### src/rvc_config.svh
// Build-time sizes shared by the RVC decode stage
`ifndef RVC_CONFIG_SVH
`define RVC_CONFIG_SVH

// ##########################################################################
// Datapath
// ##########################################################################

// Width of data, immediates and program counters
`define XLEN 64

// ##########################################################################
// Flow control
// ##########################################################################

// Fetch buffer entries, which is also the credit count fetch starts with
`define FETCH_BUF_DEPTH 4

// Credits the issue queue hands out after reset
`define ISSUE_CREDITS 4

`endif

### src/rvc_pkg.sv
// Types shared by the RVC decode stage: opcodes, FSM states, fetch packet and micro-op
`include "rvc_config.svh"

package rvc_pkg;

	// ##########################################################################
	// Enumerations
	// ##########################################################################

	// Micro-op opcodes produced by the expander
	typedef enum logic [4:0] {
		OP_ADDI,
		OP_ADDIW,
		OP_LUI,
		OP_ANDI,
		OP_SLLI,
		OP_SRLI,
		OP_SRAI,
		OP_ADD,
		OP_ADDW,
		OP_SUB,
		OP_SUBW,
		OP_XOR,
		OP_OR,
		OP_AND,
		OP_LW,
		OP_LD,
		OP_SW,
		OP_SD,
		OP_BEQ,
		OP_BNE,
		OP_JAL,
		OP_JALR,
		OP_EBREAK,
		OP_ILLEGAL
	} uop_op_t;

	// Half selection states
	typedef enum logic [1:0] {
		ST_IDLE,  // Waiting for a head packet
		ST_LOW,   // Low half of the head packet goes next
		ST_HIGH   // High half of the head packet goes next
	} half_state_t;

	// ##########################################################################
	// Records
	// ##########################################################################

	// One fetch word as delivered by fetch
	// Bit 1 of pc set means only the high half carries an instruction
	typedef struct packed {
		logic [`XLEN-1:0] pc;    // Address of the first valid halfword
		logic [31:0]      word;
	} fetch_pkt_t;

	// Decoded micro-op handed to the issue stage
	typedef struct packed {
		uop_op_t          op;
		logic [`XLEN-1:0] pc;
		logic [`XLEN-1:0] imm;
		logic [5:0]       shamt;
		logic [4:0]       rd;
		logic [4:0]       rs1;
		logic [4:0]       rs2;
	} uop_t;

endpackage

### src/rvc_expander.sv
// Combinational expansion of one RVC halfword into a decoded micro-op
`timescale 1ns/1ps
`include "rvc_config.svh"

module rvc_expander (
	input  logic [15:0]      half,
	input  logic [`XLEN-1:0] pc,
	output rvc_pkg::uop_t    uop
);
	import rvc_pkg::*;

	localparam int XL = `XLEN;

	logic [1:0]    quad;
	logic [2:0]    funct3;
	logic [4:0]    rd_full;   // Full register field in bits 11:7
	logic [4:0]    rs2_full;  // Full register field in bits 6:2
	logic [4:0]    rd_cmp;    // Compressed register in bits 4:2, maps to x8..x15
	logic [4:0]    rs1_cmp;   // Compressed register in bits 9:7
	logic [5:0]    shamt_f;
	logic [XL-1:0] imm_ci;
	logic [XL-1:0] imm_lui;
	logic [XL-1:0] imm_16sp;
	logic [XL-1:0] imm_4spn;
	logic [XL-1:0] imm_lw;
	logic [XL-1:0] imm_ld;
	logic [XL-1:0] imm_j;
	logic [XL-1:0] imm_b;
	logic [XL-1:0] imm_lwsp;
	logic [XL-1:0] imm_ldsp;
	logic [XL-1:0] imm_swsp;
	logic [XL-1:0] imm_sdsp;

	assign quad     = half[1:0];
	assign funct3   = half[15:13];
	assign rd_full  = half[11:7];
	assign rs2_full = half[6:2];
	assign rd_cmp   = {2'b01, half[4:2]};
	assign rs1_cmp  = {2'b01, half[9:7]};
	assign shamt_f  = {half[12], half[6:2]};

	// ##########################################################################
	// Immediate formats
	// ##########################################################################

	assign imm_ci   = {{(XL-6){half[12]}}, half[12], half[6:2]};
	assign imm_lui  = {{(XL-18){half[12]}}, half[12], half[6:2], 12'b0};
	assign imm_16sp = {{(XL-10){half[12]}}, half[12], half[4:3], half[5], half[2], half[6], 4'b0};
	assign imm_4spn = {{(XL-10){1'b0}}, half[10:7], half[12:11], half[5], half[6], 2'b0};
	assign imm_lw   = {{(XL-7){1'b0}}, half[5], half[12:10], half[6], 2'b0};
	assign imm_ld   = {{(XL-8){1'b0}}, half[6:5], half[12:10], 3'b0};
	assign imm_j    = {{(XL-12){half[12]}}, half[12], half[8], half[10:9], half[6], half[7],
		half[2], half[11], half[5:3], 1'b0};
	assign imm_b    = {{(XL-9){half[12]}}, half[12], half[6:5], half[2], half[11:10],
		half[4:3], 1'b0};
	assign imm_lwsp = {{(XL-8){1'b0}}, half[3:2], half[12], half[6:4], 2'b0};
	assign imm_ldsp = {{(XL-9){1'b0}}, half[4:2], half[12], half[6:5], 3'b0};
	assign imm_swsp = {{(XL-8){1'b0}}, half[8:7], half[12:9], 2'b0};
	assign imm_sdsp = {{(XL-9){1'b0}}, half[9:7], half[12:10], 3'b0};

	// ##########################################################################
	// Opcode and operand selection
	// ##########################################################################

	always_comb begin
		uop    = '0;  // Anything not matched below stays an illegal op with zero fields
		uop.op = OP_ILLEGAL;
		uop.pc = pc;
		case (quad)
			2'b00: begin
				case (funct3)
					3'b000: if (imm_4spn != '0) begin  // C.ADDI4SPN
						uop.op = OP_ADDI; uop.rd = rd_cmp; uop.rs1 = 5'd2; uop.imm = imm_4spn;
					end
					3'b010: begin
						uop.op = OP_LW; uop.rd = rd_cmp; uop.rs1 = rs1_cmp; uop.imm = imm_lw;
					end
					3'b011: begin
						uop.op = OP_LD; uop.rd = rd_cmp; uop.rs1 = rs1_cmp; uop.imm = imm_ld;
					end
					3'b110: begin
						uop.op = OP_SW; uop.rs1 = rs1_cmp; uop.rs2 = rd_cmp; uop.imm = imm_lw;
					end
					3'b111: begin
						uop.op = OP_SD; uop.rs1 = rs1_cmp; uop.rs2 = rd_cmp; uop.imm = imm_ld;
					end
					default: ;
				endcase
			end
			2'b01: begin
				case (funct3)
					3'b000: if (rd_full != '0) begin  // C.ADDI
						uop.op = OP_ADDI; uop.rd = rd_full; uop.rs1 = rd_full; uop.imm = imm_ci;
					end else if (half[12:2] == '0) begin
						uop.op = OP_ADDI;  // C.NOP is addi x0, x0, 0
					end
					3'b001: if (rd_full != '0) begin
						uop.op = OP_ADDIW; uop.rd = rd_full; uop.rs1 = rd_full; uop.imm = imm_ci;
					end
					3'b010: if (rd_full != '0) begin  // C.LI adds to x0
						uop.op = OP_ADDI; uop.rd = rd_full; uop.imm = imm_ci;
					end
					3'b011: if (rd_full == 5'd2) begin  // C.ADDI16SP
						uop.op = OP_ADDI; uop.rd = 5'd2; uop.rs1 = 5'd2; uop.imm = imm_16sp;
					end else if (rd_full != '0) begin
						uop.op = OP_LUI; uop.rd = rd_full; uop.imm = imm_lui;
					end
					3'b100: begin
						case (half[11:10])
							2'b00: if (shamt_f != '0) begin
								uop.op = OP_SRLI; uop.rd = rs1_cmp; uop.rs1 = rs1_cmp; uop.shamt = shamt_f;
							end
							2'b01: if (shamt_f != '0) begin
								uop.op = OP_SRAI; uop.rd = rs1_cmp; uop.rs1 = rs1_cmp; uop.shamt = shamt_f;
							end
							2'b10: begin
								uop.op = OP_ANDI; uop.rd = rs1_cmp; uop.rs1 = rs1_cmp; uop.imm = imm_ci;
							end
							default: if (!(half[12] && half[6])) begin  // Register-register group
								uop.rd  = rs1_cmp;
								uop.rs1 = rs1_cmp;
								uop.rs2 = rd_cmp;
								case ({half[12], half[6:5]})
									3'b000:  uop.op = OP_SUB;
									3'b001:  uop.op = OP_XOR;
									3'b010:  uop.op = OP_OR;
									3'b011:  uop.op = OP_AND;
									3'b100:  uop.op = OP_SUBW;
									default: uop.op = OP_ADDW;
								endcase
							end
						endcase
					end
					3'b101: begin
						uop.op = OP_JAL; uop.imm = imm_j;  // C.J links into x0
					end
					3'b110: begin
						uop.op = OP_BEQ; uop.rs1 = rs1_cmp; uop.imm = imm_b;
					end
					default: begin
						uop.op = OP_BNE; uop.rs1 = rs1_cmp; uop.imm = imm_b;
					end
				endcase
			end
			2'b10: begin
				case (funct3)
					3'b000: if (rd_full != '0 && shamt_f != '0) begin
						uop.op = OP_SLLI; uop.rd = rd_full; uop.rs1 = rd_full; uop.shamt = shamt_f;
					end
					3'b010: if (rd_full != '0) begin
						uop.op = OP_LW; uop.rd = rd_full; uop.rs1 = 5'd2; uop.imm = imm_lwsp;
					end
					3'b011: if (rd_full != '0) begin
						uop.op = OP_LD; uop.rd = rd_full; uop.rs1 = 5'd2; uop.imm = imm_ldsp;
					end
					3'b100: if (!half[12]) begin
						if (rs2_full != '0) begin  // C.MV adds to x0
							uop.op = OP_ADD; uop.rd = rd_full; uop.rs2 = rs2_full;
						end else if (rd_full != '0) begin  // C.JR
							uop.op = OP_JALR; uop.rs1 = rd_full;
						end
					end else if (rs2_full != '0) begin
						if (rd_full != '0) begin
							uop.op = OP_ADD; uop.rd = rd_full; uop.rs1 = rd_full; uop.rs2 = rs2_full;
						end
					end else if (rd_full != '0) begin  // C.JALR links into ra
						uop.op = OP_JALR; uop.rd = 5'd1; uop.rs1 = rd_full;
					end else begin
						uop.op = OP_EBREAK;
					end
					3'b110: begin
						uop.op = OP_SW; uop.rs1 = 5'd2; uop.rs2 = rs2_full; uop.imm = imm_swsp;
					end
					3'b111: begin
						uop.op = OP_SD; uop.rs1 = 5'd2; uop.rs2 = rs2_full; uop.imm = imm_sdsp;
					end
					default: ;
				endcase
			end
			default: ;  // Low bits 11 belong to 32-bit instructions
		endcase
	end

endmodule

### src/fetch_buffer.sv
// Fetch packet FIFO that hands one credit back to fetch per released packet
`timescale 1ns/1ps
`include "rvc_config.svh"

module fetch_buffer (
	input  logic                clk,
	input  logic                arst_n,
	input  logic                fetch_valid,
	input  rvc_pkg::fetch_pkt_t fetch_pkt,
	input  logic                pop,
	output logic                head_valid,
	output rvc_pkg::fetch_pkt_t head_pkt,
	output logic                fetch_credit
);
	import rvc_pkg::*;

	localparam int DEPTH = `FETCH_BUF_DEPTH;
	localparam int AW    = (DEPTH > 1) ? $clog2(DEPTH) : 1;
	localparam int CW    = $clog2(DEPTH + 1);

	fetch_pkt_t    mem [DEPTH];
	logic [AW-1:0] wr_ptr;
	logic [AW-1:0] rd_ptr;
	logic [CW-1:0] count;

	// Circular pointer advance
	function automatic logic [AW-1:0] ptr_inc(input logic [AW-1:0] ptr);
		return (ptr == AW'(DEPTH - 1)) ? '0 : ptr + AW'(1);
	endfunction

	assign head_valid = (count != '0);
	assign head_pkt   = mem[rd_ptr];

	always_ff @(posedge clk or negedge arst_n) begin
		if (!arst_n) begin
			wr_ptr       <= '0;
			rd_ptr       <= '0;
			count        <= '0;
			fetch_credit <= 1'b0;
		end else begin
			if (fetch_valid)
				wr_ptr <= ptr_inc(wr_ptr);
			if (pop)
				rd_ptr <= ptr_inc(rd_ptr);
			case ({fetch_valid, pop})
				2'b10:   count <= count + CW'(1);
				2'b01:   count <= count - CW'(1);
				default: ;  // Push and pop together keep the fill level
			endcase
			fetch_credit <= pop;  // The entry is free again, so fetch may refill it
		end
	end

	always_ff @(posedge clk) begin
		if (fetch_valid)
			mem[wr_ptr] <= fetch_pkt;
	end

endmodule

### src/issue_credit_counter.sv
// Count of credits granted by the downstream issue queue
`timescale 1ns/1ps
`include "rvc_config.svh"

module issue_credit_counter (
	input  logic clk,
	input  logic arst_n,
	input  logic send,
	input  logic uop_credit,
	output logic credit_avail
);

	localparam int CNT_W = $clog2(`ISSUE_CREDITS + 1);

	logic [CNT_W-1:0] count;

	always_ff @(posedge clk or negedge arst_n) begin
		if (!arst_n) begin
			count <= CNT_W'(`ISSUE_CREDITS);  // Issue queue starts out empty
		end else begin
			if (send && !uop_credit)
				count <= count - CNT_W'(1);
			else if (uop_credit && !send)
				count <= count + CNT_W'(1);
		end
	end

	assign credit_avail = (count != '0);

endmodule

### src/half_select_fsm.sv
// FSM that steps through the halves of the head packet and registers each micro-op
`timescale 1ns/1ps
`include "rvc_config.svh"

module half_select_fsm (
	input  logic                clk,
	input  logic                arst_n,
	input  logic                head_valid,
	input  rvc_pkg::fetch_pkt_t head_pkt,
	input  logic                credit_avail,
	input  rvc_pkg::uop_t       exp_uop,
	output logic [15:0]         half,
	output logic [`XLEN-1:0]    half_pc,
	output logic                pop,
	output logic                send,
	output logic                uop_valid,
	output rvc_pkg::uop_t       uop
);
	import rvc_pkg::*;

	half_state_t state;
	half_state_t state_nxt;

	// Halfword steering toward the expander
	assign half    = (state == ST_HIGH) ? head_pkt.word[31:16] : head_pkt.word[15:0];
	assign half_pc = (state == ST_HIGH && !head_pkt.pc[1]) ? head_pkt.pc + `XLEN'd2
		: head_pkt.pc;

	always_comb begin
		state_nxt = state;
		send      = 1'b0;
		pop       = 1'b0;
		case (state)
			ST_IDLE: begin
				if (head_valid)
					state_nxt = head_pkt.pc[1] ? ST_HIGH : ST_LOW;  // Skip an invalid low half
			end
			ST_LOW: begin
				if (head_valid && credit_avail) begin
					send      = 1'b1;
					state_nxt = ST_HIGH;
				end
			end
			ST_HIGH: begin
				if (head_valid && credit_avail) begin  // Last half, so release the packet
					send      = 1'b1;
					pop       = 1'b1;
					state_nxt = ST_IDLE;
				end
			end
			default: state_nxt = ST_IDLE;
		endcase
	end

	always_ff @(posedge clk or negedge arst_n) begin
		if (!arst_n) begin
			state     <= ST_IDLE;
			uop_valid <= 1'b0;
		end else begin
			state     <= state_nxt;
			uop_valid <= send;  // Stays low while credits are exhausted
		end
	end

	// Micro-op payload is captured with each emitted halfword
	always_ff @(posedge clk) begin
		if (send)
			uop <= exp_uop;
	end

endmodule

### src/rvc_decode_top.sv
// RVC decode stage linking fetch buffer, half select FSM, credit counter and expander
`timescale 1ns/1ps
`include "rvc_config.svh"

module rvc_decode_top (
	input  logic                clk,
	input  logic                arst_n,
	input  logic                fetch_valid,
	input  rvc_pkg::fetch_pkt_t fetch_pkt,
	output logic                fetch_credit,
	output logic                uop_valid,
	output rvc_pkg::uop_t       uop,
	input  logic                uop_credit
);
	import rvc_pkg::*;

	logic             head_valid;
	fetch_pkt_t       head_pkt;
	logic             pop;
	logic             send;
	logic             credit_avail;
	logic [15:0]      half;
	logic [`XLEN-1:0] half_pc;
	uop_t             exp_uop;

	// ##########################################################################
	// Fetch side
	// ##########################################################################

	fetch_buffer fetch_buffer_i (
		.clk          (clk),
		.arst_n       (arst_n),
		.fetch_valid  (fetch_valid),
		.fetch_pkt    (fetch_pkt),
		.pop          (pop),
		.head_valid   (head_valid),
		.head_pkt     (head_pkt),
		.fetch_credit (fetch_credit)
	);

	// ##########################################################################
	// Decode and issue side
	// ##########################################################################

	half_select_fsm half_select_fsm_i (
		.clk          (clk),
		.arst_n       (arst_n),
		.head_valid   (head_valid),
		.head_pkt     (head_pkt),
		.credit_avail (credit_avail),
		.exp_uop      (exp_uop),
		.half         (half),
		.half_pc      (half_pc),
		.pop          (pop),
		.send         (send),
		.uop_valid    (uop_valid),
		.uop          (uop)
	);

	rvc_expander rvc_expander_i (
		.half (half),
		.pc   (half_pc),
		.uop  (exp_uop)
	);

	issue_credit_counter issue_credit_counter_i (
		.clk          (clk),
		.arst_n       (arst_n),
		.send         (send),
		.uop_credit   (uop_credit),
		.credit_avail (credit_avail)
	);

endmodule

### config.mk
export PLATFORM = sky130hd
export DESIGN_NAME = rvc_decode_top
export DESIGN_NICKNAME = d
export VERILOG_FILES = /design/src/rvc_pkg.sv /design/src/rvc_expander.sv /design/src/fetch_buffer.sv /design/src/issue_credit_counter.sv /design/src/half_select_fsm.sv /design/src/rvc_decode_top.sv
export VERILOG_INCLUDE_DIRS = /design/src
export SDC_FILE = /design/constraint.sdc
export NUM_CORES = 1
export LEC_CHECK = 0
export ABC_CLOCK_PERIOD_IN_PS = 11540
export BUFFER_PORTS_ARGS = -buffer_cell sky130_fd_sc_hd__buf_2
export CAP_MARGIN = 10
export CELL_PAD_IN_SITES_DETAIL_PLACEMENT = 0
export CELL_PAD_IN_SITES_GLOBAL_PLACEMENT = 1
export CORE_UTILIZATION = 54
export DETAILED_ROUTE_END_ITERATION = 10
export PLACE_DENSITY_LB_ADDON = 0.3
export SLEW_MARGIN = 20
export SYNTH_ARGS = -nofsm -noshare
export SYNTH_HDL_FRONTEND = slang
export SYNTH_HIERARCHICAL = 1
export SYNTH_SLANG_ARGS = --single-unit
### constraint.sdc
create_clock -name clk -period 11.54 [get_ports clk]
set_clock_uncertainty 0.05 [all_clocks]
set_input_delay 0.577 -clock clk [delete_from_list [all_inputs] [get_ports clk]]
set_output_delay 0.577 -clock clk [all_outputs]
set_load 0.005 [all_outputs]
* After elaboration in Yosys (flattened, before gate mapping)
Memory sizes are Yosys's and may differ from the RTL's.
Index checks and enable logic that the tools add are counted.
Widths: inputs -> output; s select.
** Storage, ports and cells
- Register bits :: 168
- Latch bits :: 0
- Bits in writable memories :: 384
- Memory bits (read-only) :: 0
- Input bits :: 100
- Output and inout port bits :: 156
- Word-level logic and storage cells :: 168
- Memories kept :: 1
** Memories
- fetch_buffer_i.mem :: depth 4, bits a word 96, rd ports 1, clocked after memory_dff 0, write ports 1, line fetch_buffer.sv:21 : fetch_pkt_t mem [DEPTH];
** Cells by class
- $add $sub $neg :: 7
- $mul :: 0
- Div/mod/pow operators :: 0
- Order comparisons :: 0
- Equal/unequal tests :: 25
- Shift-type cells :: 0
- Multiplexer cells :: 86
- Bitwise gates (word level) :: 0
- Reductions and logical operators :: 35
** Operator list (count)
- $pmux 64 s4 :: 2
- $pmux 64 s3 :: 2
- $mux 64 :: 5
- $mux 5 :: 25
- $add 64x2->64 const B :: 1
- $reduce_bool 64->1 :: 1
- $pmux 5 s4 :: 3
- $mux 16 :: 3
- $pmux 15 s3 :: 1
- $pmux 5 s3 :: 3
- $mux 10 :: 4
- $pmux 5 s7 :: 1
- $mux 15 :: 2
- $pmux 5 s6 :: 1
- $pmux 5 s5 :: 1
- $mux 6 :: 4
- $pmux 10 s2 :: 1
- $pmux 5 s2 :: 2
- $mux 2 :: 9
- $mux 9 :: 2
- $reduce_or 2->1 :: 8
- $eq 3x3->1 const B :: 5
- $pmux 3 s5 :: 1
- $mux 14 :: 1
- other kinds (30) :: 65

* Logic depth before layout (Yosys ltp)
- Word-level depth :: 8
- Mapped depth :: 12
- Depth with buffers taken out :: 10

* Cells and area by module
The synthesis kept the hierarchy.
** Modules (own cells, without submodules)
- fetch_buffer :: times used 1, cells each 537, area each 14274.9 µm², sequential area each 11731.3 µm²
- half_select_fsm :: times used 1, cells each 326, area each 5869.4 µm², sequential area each 4699.5 µm²
- rvc_expander :: times used 1, cells each 416, area each 2692.6 µm², sequential area each 0.0 µm²
- issue_credit_counter :: times used 1, cells each 12, area each 160.2 µm², sequential area each 76.3 µm²

* Least setup slack after synthesis
OpenSTA, ideal clock, no wires.
- Path kind :: reg2reg
- Start point :: register half_select_fsm_i.state[1]
- End point :: register issue_credit_counter_i.count[1]
- Setup time :: 0.125 ns
- Data arrival time :: 5.607 ns
- Required time :: 11.365 ns
- Setup slack :: 5.758 ns
- Stages on the path, launching flop included :: 7
- Buffers on the path :: 0
- Period minus slack after synthesis :: 5.782 ns
- Cell sequence :: dfrtp_1 inv_1 ha_1 and3_1 ha_1 fa_1 mux2_2
** Between the ends
- Cells in the longest elaborated chain, start to end :: 6
- Elaborated cells on any way between the ends :: 9
- Those cells by class :: eq/ne (2); mux (2); reduce/logical (5)
** RTL lines
- start: declaration :: line half_select_fsm.sv:21 : half_state_t state;
- start signal: assignment :: line half_select_fsm.sv:60 : state <= state_nxt;
- $eq 2x1->1 / $eq 2x2->1 (equally long branches) :: line half_select_fsm.sv:33 : case (state)
- $reduce_or 2->1 (no line) (*)
- $mux 1 (*)
- via send :: line rvc_decode_top.sv:20 : logic send;
- $logic_not 1->1 :: line issue_credit_counter.sv:23 : else if (uop_credit && !send)
- $logic_and 1x1->1 :: line issue_credit_counter.sv:23
- $reduce_bool 2->1 (no line)
- end signal: assignment :: line issue_credit_counter.sv:19 : count <= CNT_W'(`ISSUE_CREDITS);
- end signal: assignment :: line issue_credit_counter.sv:22 : count <= count - CNT_W'(1);
- end signal: assignment :: line issue_credit_counter.sv:24 : count <= count + CNT_W'(1);
- end: declaration :: line issue_credit_counter.sv:15 : logic [CNT_W-1:0] count;
Mark *: on every way through the listed nets, which the timed path passes. The rest lies on a longest branch.
A chain may end at the register's enable or synchronous reset.

==> flow_results.xml <==
<?xml version="1.0" encoding="UTF-8"?>
<metrics>
  <group name="place">
    <metric name="routabilityCongestion" unit="">0.8819</metric>
    <metric name="io_buffers" unit="">255</metric>
    <metric name="hpwl" unit="µm">30050</metric>
  </group>
  <group name="synth">
    <metric name="ys_top_cells_by_count" unit="">edfxtp_1, buf_4, mux4_2, clkbuf_1, nand2_1</metric>
    <metric name="netlist.area_leader.share" unit="">0.7025</metric>
    <metric name="synthDistinctLibCells" unit="">80</metric>
    <metric name="synth-edff-count" unit="">538</metric>
    <metric name="synth.avg_cell_area" unit="µm²">17.81</metric>
    <metric name="yosys.area.top_type" unit="">edfxtp_1</metric>
    <metric name="synth-async-reset-ratio" unit="">0.02536</metric>
    <metric name="netlist_instances" unit="">1291</metric>
    <metric name="synth-seq-cells" unit="">552</metric>
    <metric name="syn_area" unit="µm²">23000</metric>
    <metric name="syn_nets" unit="">1412</metric>
    <metric name="prevailing_post_synth_register_cell" unit="">edfxtp_1</metric>
    <metric name="synth-seq-area-share" unit="">0.7178</metric>
    <metric name="synth.yosys.warnings" unit="">6</metric>
    <metric name="synth_area_leaders" unit="">edfxtp_1, mux4_2, buf_4</metric>
    <metric name="most_common_cell_in_the_synthesized_netlist" unit="">edfxtp_1</metric>
  </group>
  <group name="sta">
    <metric name="final_period_minus_worst_setup_slack" unit="ns">4.990</metric>
    <metric name="timing.final.hold_violations" unit="">0</metric>
    <metric name="worstMarginPinSlew" unit="ns">1.109</metric>
    <metric name="final_min_period_over_clock_period" unit="">0.4324</metric>
    <metric name="report.final.slew_viol_count" unit="">0</metric>
    <metric name="rsz0062_at_grt" unit="">no</metric>
    <metric name="tns_setup" unit="ns">0</metric>
    <metric name="worst_slew_margin_rel" unit="">0.2605</metric>
    <metric name="timing.fmax" unit="MHz">200.4</metric>
    <metric name="setup_viol" unit="">0</metric>
  </group>
  <group name="clock_network">
    <metric name="cts_hold_buf" unit="">1</metric>
    <metric name="clkTransAtPathRegs" unit="ns">0.06</metric>
    <metric name="clock_path_buffers" unit="">3</metric>
    <metric name="cts.repair_timing.setup_buffer_count" unit="">0</metric>
    <metric name="cts_tree" unit="">yes</metric>
    <metric name="cts_inserted_buffers" unit="">53</metric>
    <metric name="cts_root_buf" unit="">clkbuf_16</metric>
    <metric name="cts.repair.resized" unit="">0</metric>
    <metric name="cts_htree_levels" unit="">2</metric>
    <metric name="numClockSinks" unit="">552</metric>
    <metric name="worst_skew_pair.late_latency" unit="ns">0.60</metric>
  </group>
  <group name="detailed_routing">
    <metric name="drt-vias-per-instance" unit="">5.818</metric>
    <metric name="routed_wire_length_per_instance" unit="µm">23.93</metric>
    <metric name="drt-pass1-iter-count" unit="">4</metric>
    <metric name="final_antenna_net_count" unit="">0</metric>
    <metric name="drcViolationCount" unit="">0</metric>
    <metric name="total_wire_length" unit="µm">47910</metric>
    <metric name="drtIter0Drc" unit="">850</metric>
    <metric name="detailroute.via_count" unit="">11650</metric>
  </group>
  <group name="critical_path">
    <metric name="arrival" unit="ns">5.24</metric>
    <metric name="cp_cell_sequence" unit="">buf_4 &gt; mux4_2 &gt; mux2_2 &gt; ha_1 &gt; buf_4 &gt; inv_1 &gt; nand2_1 &gt; nor4_1 &gt; a21o_2</metric>
    <metric name="critical_path.max_fanout" unit="">47</metric>
    <metric name="cpMaxStageDelayCell" unit="">nor4_1</metric>
    <metric name="timing.critical_path.to_type" unit="">register</metric>
    <metric name="path_common_cell" unit="">buf_4</metric>
    <metric name="slowest_delay" unit="ns">0.76</metric>
    <metric name="cp-start-kind" unit="">register</metric>
    <metric name="crit_required" unit="ns">11.79</metric>
    <metric name="crit_type" unit="">register to register</metric>
  </group>
  <group name="power_and_ir_drop">
    <metric name="irDropWorstVdd" unit="V">0.0001865</metric>
    <metric name="power.leakage" unit="µW">0.008888</metric>
    <metric name="pwr_density_cell" unit="nW/µm²">303.9</metric>
  </group>
  <group name="final_layout">
    <metric name="areaGrowthSynthToFinish" unit="%">10.48</metric>
    <metric name="filler_cell_count" unit="">3060</metric>
    <metric name="finalCoreUtilization" unit="">0.6057</metric>
    <metric name="fraction_of_final_layout_cells_with_drive_strength_greater_than_1" unit="">0.3338</metric>
    <metric name="finalNetCount" unit="">1537</metric>
  </group>
  <group name="floorplan">
    <metric name="placementRows" unit="">75</metric>
    <metric name="core_area" unit="µm²">41950</metric>
    <metric name="fp.dieH" unit="µm">208.4</metric>
    <metric name="design.die.area" unit="µm²">43420</metric>
    <metric name="dieWidth" unit="µm">208.4</metric>
    <metric name="floorplan.initialDensity" unit="">0.5482</metric>
    <metric name="io-pin-count" unit="">256</metric>
  </group>
  <group name="global_route">
    <metric name="grt_first_pass_wirelength" unit="µm">71590</metric>
    <metric name="grt_overflow_total" unit="">0</metric>
    <metric name="grt_util_all_layers" unit="">0.2222</metric>
    <metric name="largest_net_degree_at_the_start_of_global_routing" unit="">82</metric>
    <metric name="initial_antenna_violation_count" unit="">12</metric>
    <metric name="grt_pass1_vias" unit="">11710</metric>
  </group>
  <group name="worst_hold_path">
    <metric name="timing.hold.worst.class" unit="">primary input to register</metric>
  </group>
  <group name="status">
    <metric name="outcome" unit="">finished, final reports clean</metric>
  </group>
  <group name="run">
    <metric name="max_cap_violation_count" unit="">0</metric>
  </group>
</metrics>
[critical path, delay by kind of cell, from the launching register on]
family	cells	cell delay (ns)
buffers and inverters	3	1.14
AND/OR/NAND/NOR	2	0.95
flip-flops	1	0.72
multiplexers	2	0.88
AO/OA/AOI/OAI	1	0.69
adder cells (fa/ha/maj)	1	0.20
[routing by layer]
layer | vias up | global-route usage | share of wire
met5 | - | 0 | 0.0019
met2 | 468 | 0.3478 | 0.48
met1 | 5880 | 0.3055 | 0.42
li1 | 5196 | - | -
met4 | 14 | 0.08123 | 0.027
met3 | 90 | 0.05434 | 0.075
[per-stage QoR]
stage / hold WS, ns / instances / area [µm²] / power, µW / setup WS (ns)
4_1_cts: 0.09617 / 1995 / 25390 / 7768 / 6.085
5_1_grt: 0.1123 / 1997 / 25400 / 8110 / 6.031
3_5_place_dp: 0.4169 / 1899 / 23790 / 6157 / 6.141
2_1_floorplan: 0.2314 / 1291 / 23000 / 5587 / 5.758
6_report: 0.1337 / 2002 / 25410 / 7721 / 6.550
3_3_place_gp: 0.4016 / 1899 / 23790 / 6150 / 6.321
[registers in the layout (all words and copies together) (netlist names)]
name                          flops
fetch_buffer_i/mem              384
half_select_fsm_i/uop           154
fetch_buffer_i/count              3
issue_credit_counter_i/count      3
fetch_buffer_i/rd_ptr             2
fetch_buffer_i/wr_ptr             2
half_select_fsm_i/state           2
fetch_buffer_i/fetch_credit       1
half_select_fsm_i/uop_valid       1
[cell type report]
class                      count  area (µm²)  area share
tap                          539       674.4     0.02654
antenna                        7       17.52   0.0006894
timing repair buffer         269        1388     0.05461
clock buffer                  63        1364     0.05368
clock inverter                32       224.0    0.008815
inverter                      24       90.09    0.003546
sequential                   552       16510      0.6500
multi-input combinational    516        5136      0.2021
[cell usage in the layout, fill, tap and decap left out, drive strengths merged, types with 4 or more instances in the layout]
master,Yosys,layout
a31oi,7,7
nand3,14,14
and2,13,13
ha,19,19
mux4,96,96
nand2,57,57
a21oi,27,27
nor2b,9,9
edfxtp,538,538
and3,5,5
nor4,10,10
or2,4,4
buf,141,268
o22ai,11,11
nor3,19,19
clkinv,0,28
nand4,15,15
o21ai,21,21
o21a,4,4
inv,24,25
xor2,20,20
o32ai,4,4
diode,0,7
xnor2,18,18
clkbuf,58,63
or3,14,14
and4,4,4
a21o,9,9
mux2,20,20
nor2,36,36
dfrtp,13,13
a22oi,4,4
[report_power, final]
| group | internal, µW | leakage (µW) | switching (µW) |
|---|---|---|---|
| sequential | 3010 | 0.00519 | 189 |
| clock | 885 | 0.000782 | 708 |
| combinational | 1070 | 0.00292 | 1860 |
| total | 4960 | 0.00889 | 2760 |
[cells by family (layout without fill, tap and decap cells)]
| logic type | Yosys count | count (layout) | synth area share |
|---|---|---|---|
| buf+inv | 223 | 388 | 0.05958 |
| mux | 117 | 117 | 0.1042 |
| compound gates | 128 | 128 | 0.03890 |
| other cells | 0 | 7 | 0 |
| fa+ha+maj | 21 | 21 | 0.01208 |
| simple gates | 212 | 212 | 0.05294 |
| xor+xnor | 38 | 38 | 0.01447 |
| flops | 552 | 552 | 0.7178 |
[worst paths after layout]
path	start	end	slack, ns	depth (start not counted)
worst max register to register	fetch_buffer_i/rd_ptr[0]	half_select_fsm_i/uop[51]	6.55	9
worst min register to register	fetch_buffer_i/count[2]	fetch_buffer_i/count[2]	0.42	1
max in group asynchronous	arst_n	issue_credit_counter_i/count[2]	10.77	2
worst min-delay path	fetch_pkt[43]	fetch_buffer_i/mem[2][43]	0.13	1
worst max-delay path	fetch_buffer_i/rd_ptr[0]	half_select_fsm_i/uop[51]	6.55	9
min in group asynchronous	arst_n	fetch_buffer_i/fetch_credit	0.36	2
Note: power is estimated with default switching activity, not from simulation.
